[src/source/bus_pkg.sv]
package bus_pkg;

  localparam int addr_width = 32;
  localparam int data_width = 32;
  localparam int strb_width = 4;
  localparam int resp_width = 2;

  localparam logic [resp_width-1:0] resp_okay = 2'b00;

  // mtime is split over two word addresses in the CLINT window
  localparam logic [addr_width-1:0] clint_mtime_lo_addr = 32'ha000_0048;
  localparam logic [addr_width-1:0] clint_mtime_hi_addr = 32'ha000_004c;

  typedef enum logic {
    arb_idle,
    arb_transfer
  } arb_state_e;

  // owner of the shared bus for the current transaction
  typedef enum logic [1:0] {
    grant_none,
    grant_fetch,
    grant_lsu
  } grant_e;

  typedef enum logic [1:0] {
    target_none,
    target_clint,
    target_mem
  } target_e;

endpackage

[src/source/clint_read_if.sv]
`timescale 1ns/1ps

interface clint_read_if;
  import bus_pkg::*;

  logic [addr_width-1:0] araddr;
  logic                  arvalid;
  logic                  arready;

  logic                  rready;
  logic [data_width-1:0] rdata;
  logic [resp_width-1:0] rresp;
  logic                  rvalid;

  modport arbiter (
    output araddr,
    output arvalid,
    input  arready,
    output rready,
    input  rdata,
    input  rresp,
    input  rvalid
  );

  modport timer (
    input  araddr,
    input  arvalid,
    output arready,
    input  rready,
    output rdata,
    output rresp,
    output rvalid
  );

endinterface

[src/source/bus_arbiter.sv]
`timescale 1ns/1ps

module bus_arbiter (
  input  logic                             clock,
  input  logic                             reset,

  input  logic [bus_pkg::addr_width-1:0]   araddr_0,
  input  logic                             arvalid_0,
  output logic                             arready_0,
  input  logic                             rready_0,
  output logic [bus_pkg::data_width-1:0]   rdata_0,
  output logic [bus_pkg::resp_width-1:0]   rresp_0,
  output logic                             rvalid_0,

  input  logic [bus_pkg::addr_width-1:0]   araddr_1,
  input  logic                             arvalid_1,
  output logic                             arready_1,
  input  logic                             rready_1,
  output logic [bus_pkg::data_width-1:0]   rdata_1,
  output logic [bus_pkg::resp_width-1:0]   rresp_1,
  output logic                             rvalid_1,
  input  logic [bus_pkg::addr_width-1:0]   awaddr_1,
  input  logic                             awvalid_1,
  output logic                             awready_1,
  input  logic [bus_pkg::data_width-1:0]   wdata_1,
  input  logic [bus_pkg::strb_width-1:0]   wstrb_1,
  input  logic                             wvalid_1,
  output logic                             wready_1,
  input  logic                             bready_1,
  output logic [bus_pkg::resp_width-1:0]   bresp_1,
  output logic                             bvalid_1,

  output logic [bus_pkg::addr_width-1:0]   mem_araddr,
  output logic                             mem_arvalid,
  input  logic                             mem_arready,
  input  logic [bus_pkg::data_width-1:0]   mem_rdata,
  input  logic [bus_pkg::resp_width-1:0]   mem_rresp,
  input  logic                             mem_rvalid,
  output logic                             mem_rready,
  output logic [bus_pkg::addr_width-1:0]   mem_awaddr,
  output logic                             mem_awvalid,
  input  logic                             mem_awready,
  output logic [bus_pkg::data_width-1:0]   mem_wdata,
  output logic [bus_pkg::strb_width-1:0]   mem_wstrb,
  output logic                             mem_wvalid,
  input  logic                             mem_wready,
  input  logic [bus_pkg::resp_width-1:0]   mem_bresp,
  input  logic                             mem_bvalid,
  output logic                             mem_bready,

  clint_read_if.arbiter                    clint
);
  import bus_pkg::*;

  arb_state_e state;
  grant_e     grant;
  target_e    target;
  logic       lsu_write;  // lsu grant came from awvalid_1

  logic                  fetch_sel;
  logic                  lsu_rd_sel;
  logic                  lsu_wr_sel;
  logic                  lsu_clint_hit;
  logic                  done;

  // read request of whichever master holds a read grant
  logic [addr_width-1:0] rd_addr;
  logic                  rd_valid;
  logic                  rd_ready;
  // read response from whichever slave was targeted
  logic                  rd_addr_ready;
  logic [data_width-1:0] rd_data;
  logic [resp_width-1:0] rd_resp;
  logic                  rd_data_valid;

  assign fetch_sel  = (grant == grant_fetch);
  assign lsu_rd_sel = (grant == grant_lsu) && !lsu_write;
  assign lsu_wr_sel = (grant == grant_lsu) && lsu_write;

  assign lsu_clint_hit = (araddr_1 == clint_mtime_lo_addr) || (araddr_1 == clint_mtime_hi_addr);

  always_comb begin
    rd_addr  = '0;
    rd_valid = 1'b0;
    rd_ready = 1'b0;
    if (fetch_sel) begin
      rd_addr  = araddr_0;
      rd_valid = arvalid_0;
      rd_ready = rready_0;
    end else if (lsu_rd_sel) begin
      rd_addr  = araddr_1;
      rd_valid = arvalid_1;
      rd_ready = rready_1;
    end
  end

  always_comb begin
    mem_araddr    = '0;
    mem_arvalid   = 1'b0;
    mem_rready    = 1'b0;
    clint.araddr  = '0;
    clint.arvalid = 1'b0;
    clint.rready  = 1'b0;
    rd_addr_ready = 1'b0;
    rd_data       = '0;
    rd_resp       = '0;
    rd_data_valid = 1'b0;
    case (target)
      target_mem: begin
        mem_araddr    = rd_addr;
        mem_arvalid   = rd_valid;
        mem_rready    = rd_ready;
        rd_addr_ready = mem_arready;
        rd_data       = mem_rdata;
        rd_resp       = mem_rresp;
        rd_data_valid = mem_rvalid;
      end
      target_clint: begin
        clint.araddr  = rd_addr;
        clint.arvalid = rd_valid;
        clint.rready  = rd_ready;
        rd_addr_ready = clint.arready;
        rd_data       = clint.rdata;
        rd_resp       = clint.rresp;
        rd_data_valid = clint.rvalid;
      end
      default: ;
    endcase
  end

  always_comb begin
    arready_0 = 1'b0;
    rdata_0   = '0;
    rresp_0   = '0;
    rvalid_0  = 1'b0;
    arready_1 = 1'b0;
    rdata_1   = '0;
    rresp_1   = '0;
    rvalid_1  = 1'b0;
    if (fetch_sel) begin
      arready_0 = rd_addr_ready;
      rdata_0   = rd_data;
      rresp_0   = rd_resp;
      rvalid_0  = rd_data_valid;
    end else if (lsu_rd_sel) begin
      arready_1 = rd_addr_ready;
      rdata_1   = rd_data;
      rresp_1   = rd_resp;
      rvalid_1  = rd_data_valid;
    end
  end

  // writes only ever go to the external port
  always_comb begin
    mem_awaddr  = '0;
    mem_awvalid = 1'b0;
    mem_wdata   = '0;
    mem_wstrb   = '0;
    mem_wvalid  = 1'b0;
    mem_bready  = 1'b0;
    awready_1   = 1'b0;
    wready_1    = 1'b0;
    bresp_1     = '0;
    bvalid_1    = 1'b0;
    if (lsu_wr_sel && target == target_mem) begin
      mem_awaddr  = awaddr_1;
      mem_awvalid = awvalid_1;
      mem_wdata   = wdata_1;
      mem_wstrb   = wstrb_1;
      mem_wvalid  = wvalid_1;
      mem_bready  = bready_1;
      awready_1   = mem_awready;
      wready_1    = mem_wready;
      bresp_1     = mem_bresp;
      bvalid_1    = mem_bvalid;
    end
  end

  assign done = (target == target_mem
                 && ((mem_rvalid && mem_rready) || (mem_bvalid && mem_bready)))
             || (target == target_clint && clint.rvalid && clint.rready);

  always_ff @(posedge clock) begin
    if (reset) begin
      state     <= arb_idle;
      grant     <= grant_none;
      target    <= target_none;
      lsu_write <= 1'b0;
    end else begin
      case (state)
        arb_idle: begin
          if (arvalid_0) begin
            state     <= arb_transfer;
            grant     <= grant_fetch;
            target    <= target_mem;
            lsu_write <= 1'b0;
          end else if (arvalid_1) begin
            state     <= arb_transfer;
            grant     <= grant_lsu;
            target    <= lsu_clint_hit ? target_clint : target_mem;
            lsu_write <= 1'b0;
          end else if (awvalid_1) begin
            state     <= arb_transfer;
            grant     <= grant_lsu;
            target    <= target_mem;
            lsu_write <= 1'b1;
          end
        end
        arb_transfer: begin
          if (done) begin  // final handshake releases the bus for one idle cycle
            state  <= arb_idle;
            grant  <= grant_none;
            target <= target_none;
          end
        end
        default: state <= arb_idle;
      endcase
    end
  end

endmodule

[src/source/clint_timer.sv]
`timescale 1ns/1ps

module clint_timer (
  input  logic          clock,
  input  logic          reset,
  clint_read_if.timer   bus
);
  import bus_pkg::*;

  logic [63:0]           mtime;
  logic                  pending;  // a response is waiting for rready
  logic [data_width-1:0] rdata_q;
  logic                  addr_hs;
  logic                  data_hs;

  assign addr_hs = bus.arvalid && bus.arready;
  assign data_hs = bus.rvalid && bus.rready;

  always_ff @(posedge clock) begin
    if (reset) begin
      mtime <= '0;
    end else begin
      mtime <= mtime + 64'd1;
    end
  end

  always_ff @(posedge clock) begin
    if (reset) begin
      pending <= 1'b0;
    end else if (addr_hs) begin
      pending <= 1'b1;
    end else if (data_hs) begin
      pending <= 1'b0;
    end
  end

  // any address other than the high word reads the low half
  always_ff @(posedge clock) begin
    if (addr_hs) begin
      if (bus.araddr == clint_mtime_hi_addr) begin
        rdata_q <= mtime[63:32];
      end else begin
        rdata_q <= mtime[31:0];
      end
    end
  end

  assign bus.arready = !pending;
  assign bus.rvalid  = pending;
  assign bus.rdata   = rdata_q;
  assign bus.rresp   = resp_okay;  // mtime reads cannot fail

endmodule

[src/source/soc_bus_top.sv]
`timescale 1ns/1ps

module soc_bus_top (
  input  logic                             clock,
  input  logic                             reset,

  input  logic [bus_pkg::addr_width-1:0]   araddr_0,
  input  logic                             arvalid_0,
  output logic                             arready_0,
  input  logic                             rready_0,
  output logic [bus_pkg::data_width-1:0]   rdata_0,
  output logic [bus_pkg::resp_width-1:0]   rresp_0,
  output logic                             rvalid_0,

  input  logic [bus_pkg::addr_width-1:0]   araddr_1,
  input  logic                             arvalid_1,
  output logic                             arready_1,
  input  logic                             rready_1,
  output logic [bus_pkg::data_width-1:0]   rdata_1,
  output logic [bus_pkg::resp_width-1:0]   rresp_1,
  output logic                             rvalid_1,
  input  logic [bus_pkg::addr_width-1:0]   awaddr_1,
  input  logic                             awvalid_1,
  output logic                             awready_1,
  input  logic [bus_pkg::data_width-1:0]   wdata_1,
  input  logic [bus_pkg::strb_width-1:0]   wstrb_1,
  input  logic                             wvalid_1,
  output logic                             wready_1,
  input  logic                             bready_1,
  output logic [bus_pkg::resp_width-1:0]   bresp_1,
  output logic                             bvalid_1,

  output logic [bus_pkg::addr_width-1:0]   mem_araddr,
  output logic                             mem_arvalid,
  input  logic                             mem_arready,
  input  logic [bus_pkg::data_width-1:0]   mem_rdata,
  input  logic [bus_pkg::resp_width-1:0]   mem_rresp,
  input  logic                             mem_rvalid,
  output logic                             mem_rready,
  output logic [bus_pkg::addr_width-1:0]   mem_awaddr,
  output logic                             mem_awvalid,
  input  logic                             mem_awready,
  output logic [bus_pkg::data_width-1:0]   mem_wdata,
  output logic [bus_pkg::strb_width-1:0]   mem_wstrb,
  output logic                             mem_wvalid,
  input  logic                             mem_wready,
  input  logic [bus_pkg::resp_width-1:0]   mem_bresp,
  input  logic                             mem_bvalid,
  output logic                             mem_bready
);

  clint_read_if clint_bus ();

  bus_arbiter u_arbiter (
    .clock       (clock),
    .reset       (reset),
    .araddr_0    (araddr_0),
    .arvalid_0   (arvalid_0),
    .arready_0   (arready_0),
    .rready_0    (rready_0),
    .rdata_0     (rdata_0),
    .rresp_0     (rresp_0),
    .rvalid_0    (rvalid_0),
    .araddr_1    (araddr_1),
    .arvalid_1   (arvalid_1),
    .arready_1   (arready_1),
    .rready_1    (rready_1),
    .rdata_1     (rdata_1),
    .rresp_1     (rresp_1),
    .rvalid_1    (rvalid_1),
    .awaddr_1    (awaddr_1),
    .awvalid_1   (awvalid_1),
    .awready_1   (awready_1),
    .wdata_1     (wdata_1),
    .wstrb_1     (wstrb_1),
    .wvalid_1    (wvalid_1),
    .wready_1    (wready_1),
    .bready_1    (bready_1),
    .bresp_1     (bresp_1),
    .bvalid_1    (bvalid_1),
    .mem_araddr  (mem_araddr),
    .mem_arvalid (mem_arvalid),
    .mem_arready (mem_arready),
    .mem_rdata   (mem_rdata),
    .mem_rresp   (mem_rresp),
    .mem_rvalid  (mem_rvalid),
    .mem_rready  (mem_rready),
    .mem_awaddr  (mem_awaddr),
    .mem_awvalid (mem_awvalid),
    .mem_awready (mem_awready),
    .mem_wdata   (mem_wdata),
    .mem_wstrb   (mem_wstrb),
    .mem_wvalid  (mem_wvalid),
    .mem_wready  (mem_wready),
    .mem_bresp   (mem_bresp),
    .mem_bvalid  (mem_bvalid),
    .mem_bready  (mem_bready),
    .clint       (clint_bus.arbiter)
  );

  clint_timer u_timer (
    .clock (clock),
    .reset (reset),
    .bus   (clint_bus.timer)
  );

endmodule

[config.mk]
export PLATFORM = sky130hd
export DESIGN_NAME = soc_bus_top
export DESIGN_NICKNAME = d
export VERILOG_FILES = /design/src/source/bus_pkg.sv /design/src/source/clint_read_if.sv /design/src/source/bus_arbiter.sv /design/src/source/clint_timer.sv /design/src/source/soc_bus_top.sv
export SDC_FILE = /design/constraint.sdc
export NUM_CORES = 1
export LEC_CHECK = 0
export ABC_AREA = 1
export BUFFER_PORTS_ARGS = -buffer_cell sky130_fd_sc_hd__buf_2
export CAP_MARGIN = 10
export CORE_MARGIN = 8
export CORE_UTILIZATION = 44
export CTS_BUF_LIST = sky130_fd_sc_hd__clkbuf_2 sky130_fd_sc_hd__clkbuf_4 sky130_fd_sc_hd__clkbuf_8
export CTS_CLUSTER_SIZE = 28
export DETAILED_ROUTE_END_ITERATION = 8
export PLACE_DENSITY_LB_ADDON = 0.1
export SYNTH_ARGS = -nofsm -noshare
export SYNTH_HDL_FRONTEND = slang
export SYNTH_SLANG_ARGS = --single-unit
[constraint.sdc]
create_clock -name clock -period 2.2 [get_ports clock]
set_input_delay 0.11 -clock clock [delete_from_list [all_inputs] [get_ports clock]]
set_output_delay 0.11 -clock clock [all_outputs]
set_load 0.02 [all_outputs]
==> flow_summary.ini <==
[synthesis]
ys_seq_area_frac = 0.304
synthDominantCellAreaShare = 0.181
synthSimpleGateAreaFrac = 0.444
synth_nets = 1511
yosys.cell_types.count = 36
synth_compound_area_frac = 0.110
synthTopCellsByCount = nand2_1, nor2_1, inv_1, a21oi_1, nand3_1
synthAdderAreaFrac = 0.00479
syn_area_per_cell_um2 = 5.91
synth_xor_xnor_area_share = 0.00783
yosysMostFrequentCell = nand2_1
muxShareOfSynthArea = 0
synthTopCellsByArea = dfxtp_1, nand2_1, nor2_1, edfxtp_1, inv_1
synth_cells = 1326
synth_top_family_by_area = simple AND/OR/NAND/NOR gates
postSynth.topFlopCell = dfxtp_1
synth-warning-count = 0
postSynth.asyncResetShare = 0
syn_area_um2 = 7830
synth_edf_count = 32
synth_top_area_cell = dfxtp_1
ys_ff_latch = 103

[drt]
routed_wl_um = 36900
first_pass_iters = 6
postRouteAntennaNets = 0
avgRoutedWirePerCell_um = 19.1
route.detailed.drc = 0
drt-initial-drc-count = 1008
vias = 10200
via_per_inst = 5.27

[finish]
multi_input_area_um2 = 4480
layout.nets = 1883
fin_area_um2 = 10500
area_delta_synth_final_pct = 34.3
fillers = 1793
drive_gt1_frac = 0.280
final_cells = 1932
fin_util = 0.606
seq_area_um2 = 2390

[timing]
skew_ns = 0.0138
rsz0062_at_grt = yes
worst_slack_ns = 0.0810
setup_violations = 0
clock.fmax_ghz = 0.472
slew_headroom = 0.554
finalHoldViolCount = 0
fin_crit_ns = 2.12
slew_violations = 0
tightest_slew_ns = 0.668
timing.final.crit_share = 0.963
hold_ws_ns = 0.133

[min_path]
hold_path_class = in2reg
min_from = arvalid_1
hold_end = u_arbiter.lsu_write$_SDFFE_PP0P_
whs_path_depth = 4

[global_routing]
antenna_found_initial = 5
grt-ovfl-total = 0
grt_pass1_wl_um = 53600
first_global_vias = 9161
grt_start_max_net_pins = 59
globalRouteTotalUtil = 0.310

[place]
dp_hpwl_um = 29600
gp_congestion = 1.01
post_dp_cell_area_um2 = 10100
dp_cells = 1905
portBuffers = 363
dp_worst_setup_slack_ns = 0.114

[power]
p_per_area_nw_per_um2 = 379
p_leak_nw = 5.24
peakVddDrop_uv = 389

[clocking]
cts-buffers-inserted = 9
clk_pin_slew_ns = 0.09
h-tree-depth = 3
clockBufferDepth = 2
clock_latency_ns = 0.40
cts_tree = built
cts_root_buf = clkbuf_8
clkSinkCount = 103

[die]
fp.dieH_um = 149
start_util = 0.451
io_pins = 364
core_um2 = 17400
rows = 48
die-width_um = 149
dieArea_um2 = 22300

[critical_path]
crit_fanout = 23
arrival_ns = 2.01
worstSetupPathType = reg2out
r2r-end = u_timer.bus.rdata[27]$_DFFE_PP_
rr_worst_depth = 12
critPathRequiredTime_ns = 2.09
cp-end-kind = output port
start_kind = flip-flop
r2r_start = u_arbiter.target[1]$_SDFFE_PP0P_
reg2reg_slack_ns = 0.13

[outcome]
status = complete, no violations

[run]
maxCapViolations = 0
[logic make-up after synthesis]
family / Yosys count
adder cells (fa/ha/maj): 3
XOR/XNOR: 7
buffers and inverters: 253
flip-flops: 103
AO/OA/AOI/OAI: 145
AND/OR/NAND/NOR: 815
[area by class of cell]
type / count / area share
repair inverters: 2 / 0.00143
flip-flops and latches: 103 / 0.227
repair buffers: 420 / 0.229
clock inverters: 7 / 0.00761
well taps: 225 / 0.0268
diodes: 4 / 0.000952
clock buffers: 9 / 0.0118
inverters: 192 / 0.0690
multi-input cells: 970 / 0.426
[power by group]
group | switching (W) | leakage [nW] | total [W] | internal [W]
clock | 0.000727 | 0.103 | 0.00127 | 0.000540
combinational | 0.000457 | 4.29 | 0.000745 | 0.000288
sequential | 0.0000150 | 0.848 | 0.00197 | 0.00196
[worst max path at each step]
stage	startpoint	slack (ns)	endpoint
final	u_arbiter.grant[1]$_SDFFE_PP0P_	0.08	mem_wdata[5]
after global placement	u_arbiter.grant[1]$_SDFFE_PP0P_	0.15	u_timer.bus.rdata[17]$_DFFE_PP_
after detailed placement	u_arbiter.grant[1]$_SDFFE_PP0P_	0.11	u_timer.bus.rdata[23]$_DFFE_PP_
after CTS	u_arbiter.target[0]$_SDFFE_PP0P_	0.009	rdata_1[11]
after floorplan	u_arbiter.target[1]$_SDFFE_PP0P_	0.02	u_timer.bus.rdata[0]$_DFFE_PP_
after global routing	u_arbiter.grant[1]$_SDFFE_PP0P_	-0.02	mem_wstrb[1]
[repair_timing]
action                                  in CTS  in global routing
pin swaps                                    1                  0
endpoints found under the setup margin      61                117
setup buffers                                2                  0
gates cloned                                 2                  2
endpoints found under the hold margin        1                  0
gates resized for setup                      7                 27
hold buffers                                 1                  0
[state kept, by name, summed over array words and instances, names as in the netlist]
register and count:
u_timer.mtime 64, u_timer.bus.rdata 32, u_arbiter.grant 2, u_arbiter.target 2
u_arbiter.lsu_write 1, u_arbiter.state 1, u_timer.bus.rvalid 1
[cell usage in the layout, fill, tap and decap left out, types with 3 or more instances in the layout]
master,synthesis,layout
a21oi_1,84,84
a22o_1,33,33
and2_1,4,4
buf_12,0,6
buf_2,11,357
buf_4,2,49
buf_8,0,3
clkbuf_8,0,9
clkinv_4,0,3
dfxtp_1,71,67
dfxtp_2,0,3
diode_2,0,4
edfxtp_1,32,32
inv_1,189,188
inv_2,3,3
nand2_1,341,341
nand3_1,79,79
nand4_1,60,60
nor2_1,262,259
nor2_2,2,5
nor2_4,4,4
nor3_1,36,35
o21a_1,3,3
o21ai_0,17,17
o21ai_1,6,6
or2_2,16,16
xor2_1,5,5
[layer usage]
metal / up-vias / global-route usage / share of wire
met3: 58 / 0.0776 / 0.098
met5: - / 0 / 0.00033
li1: 4982 / - / -
met4: 2 / 0.0999 / 0.025
met1: 4631 / 0.383 / 0.39
met2: 509 / 0.519 / 0.49
[critical path, cell delays in order, from the launching register on]
cell and delay [ns]:
dfxtp_4 0.40, buf_12 0.16, nand2_1 0.13, nor3_4 0.20, buf_4 0.18, clkinvlp_4 0.21
nor2_1 0.16, buf_2 0.18
[metrics by stage]
step,power (W),setup TNS [ns]
6_report,0.00398,0
5_1_grt,0.00414,-0.107
4_1_cts,0.00397,0
3_5_place_dp,0.00273,0
3_3_place_gp,0.00272,0
2_1_floorplan,0.00240,0
Note: power is estimated with default switching activity, not from simulation.
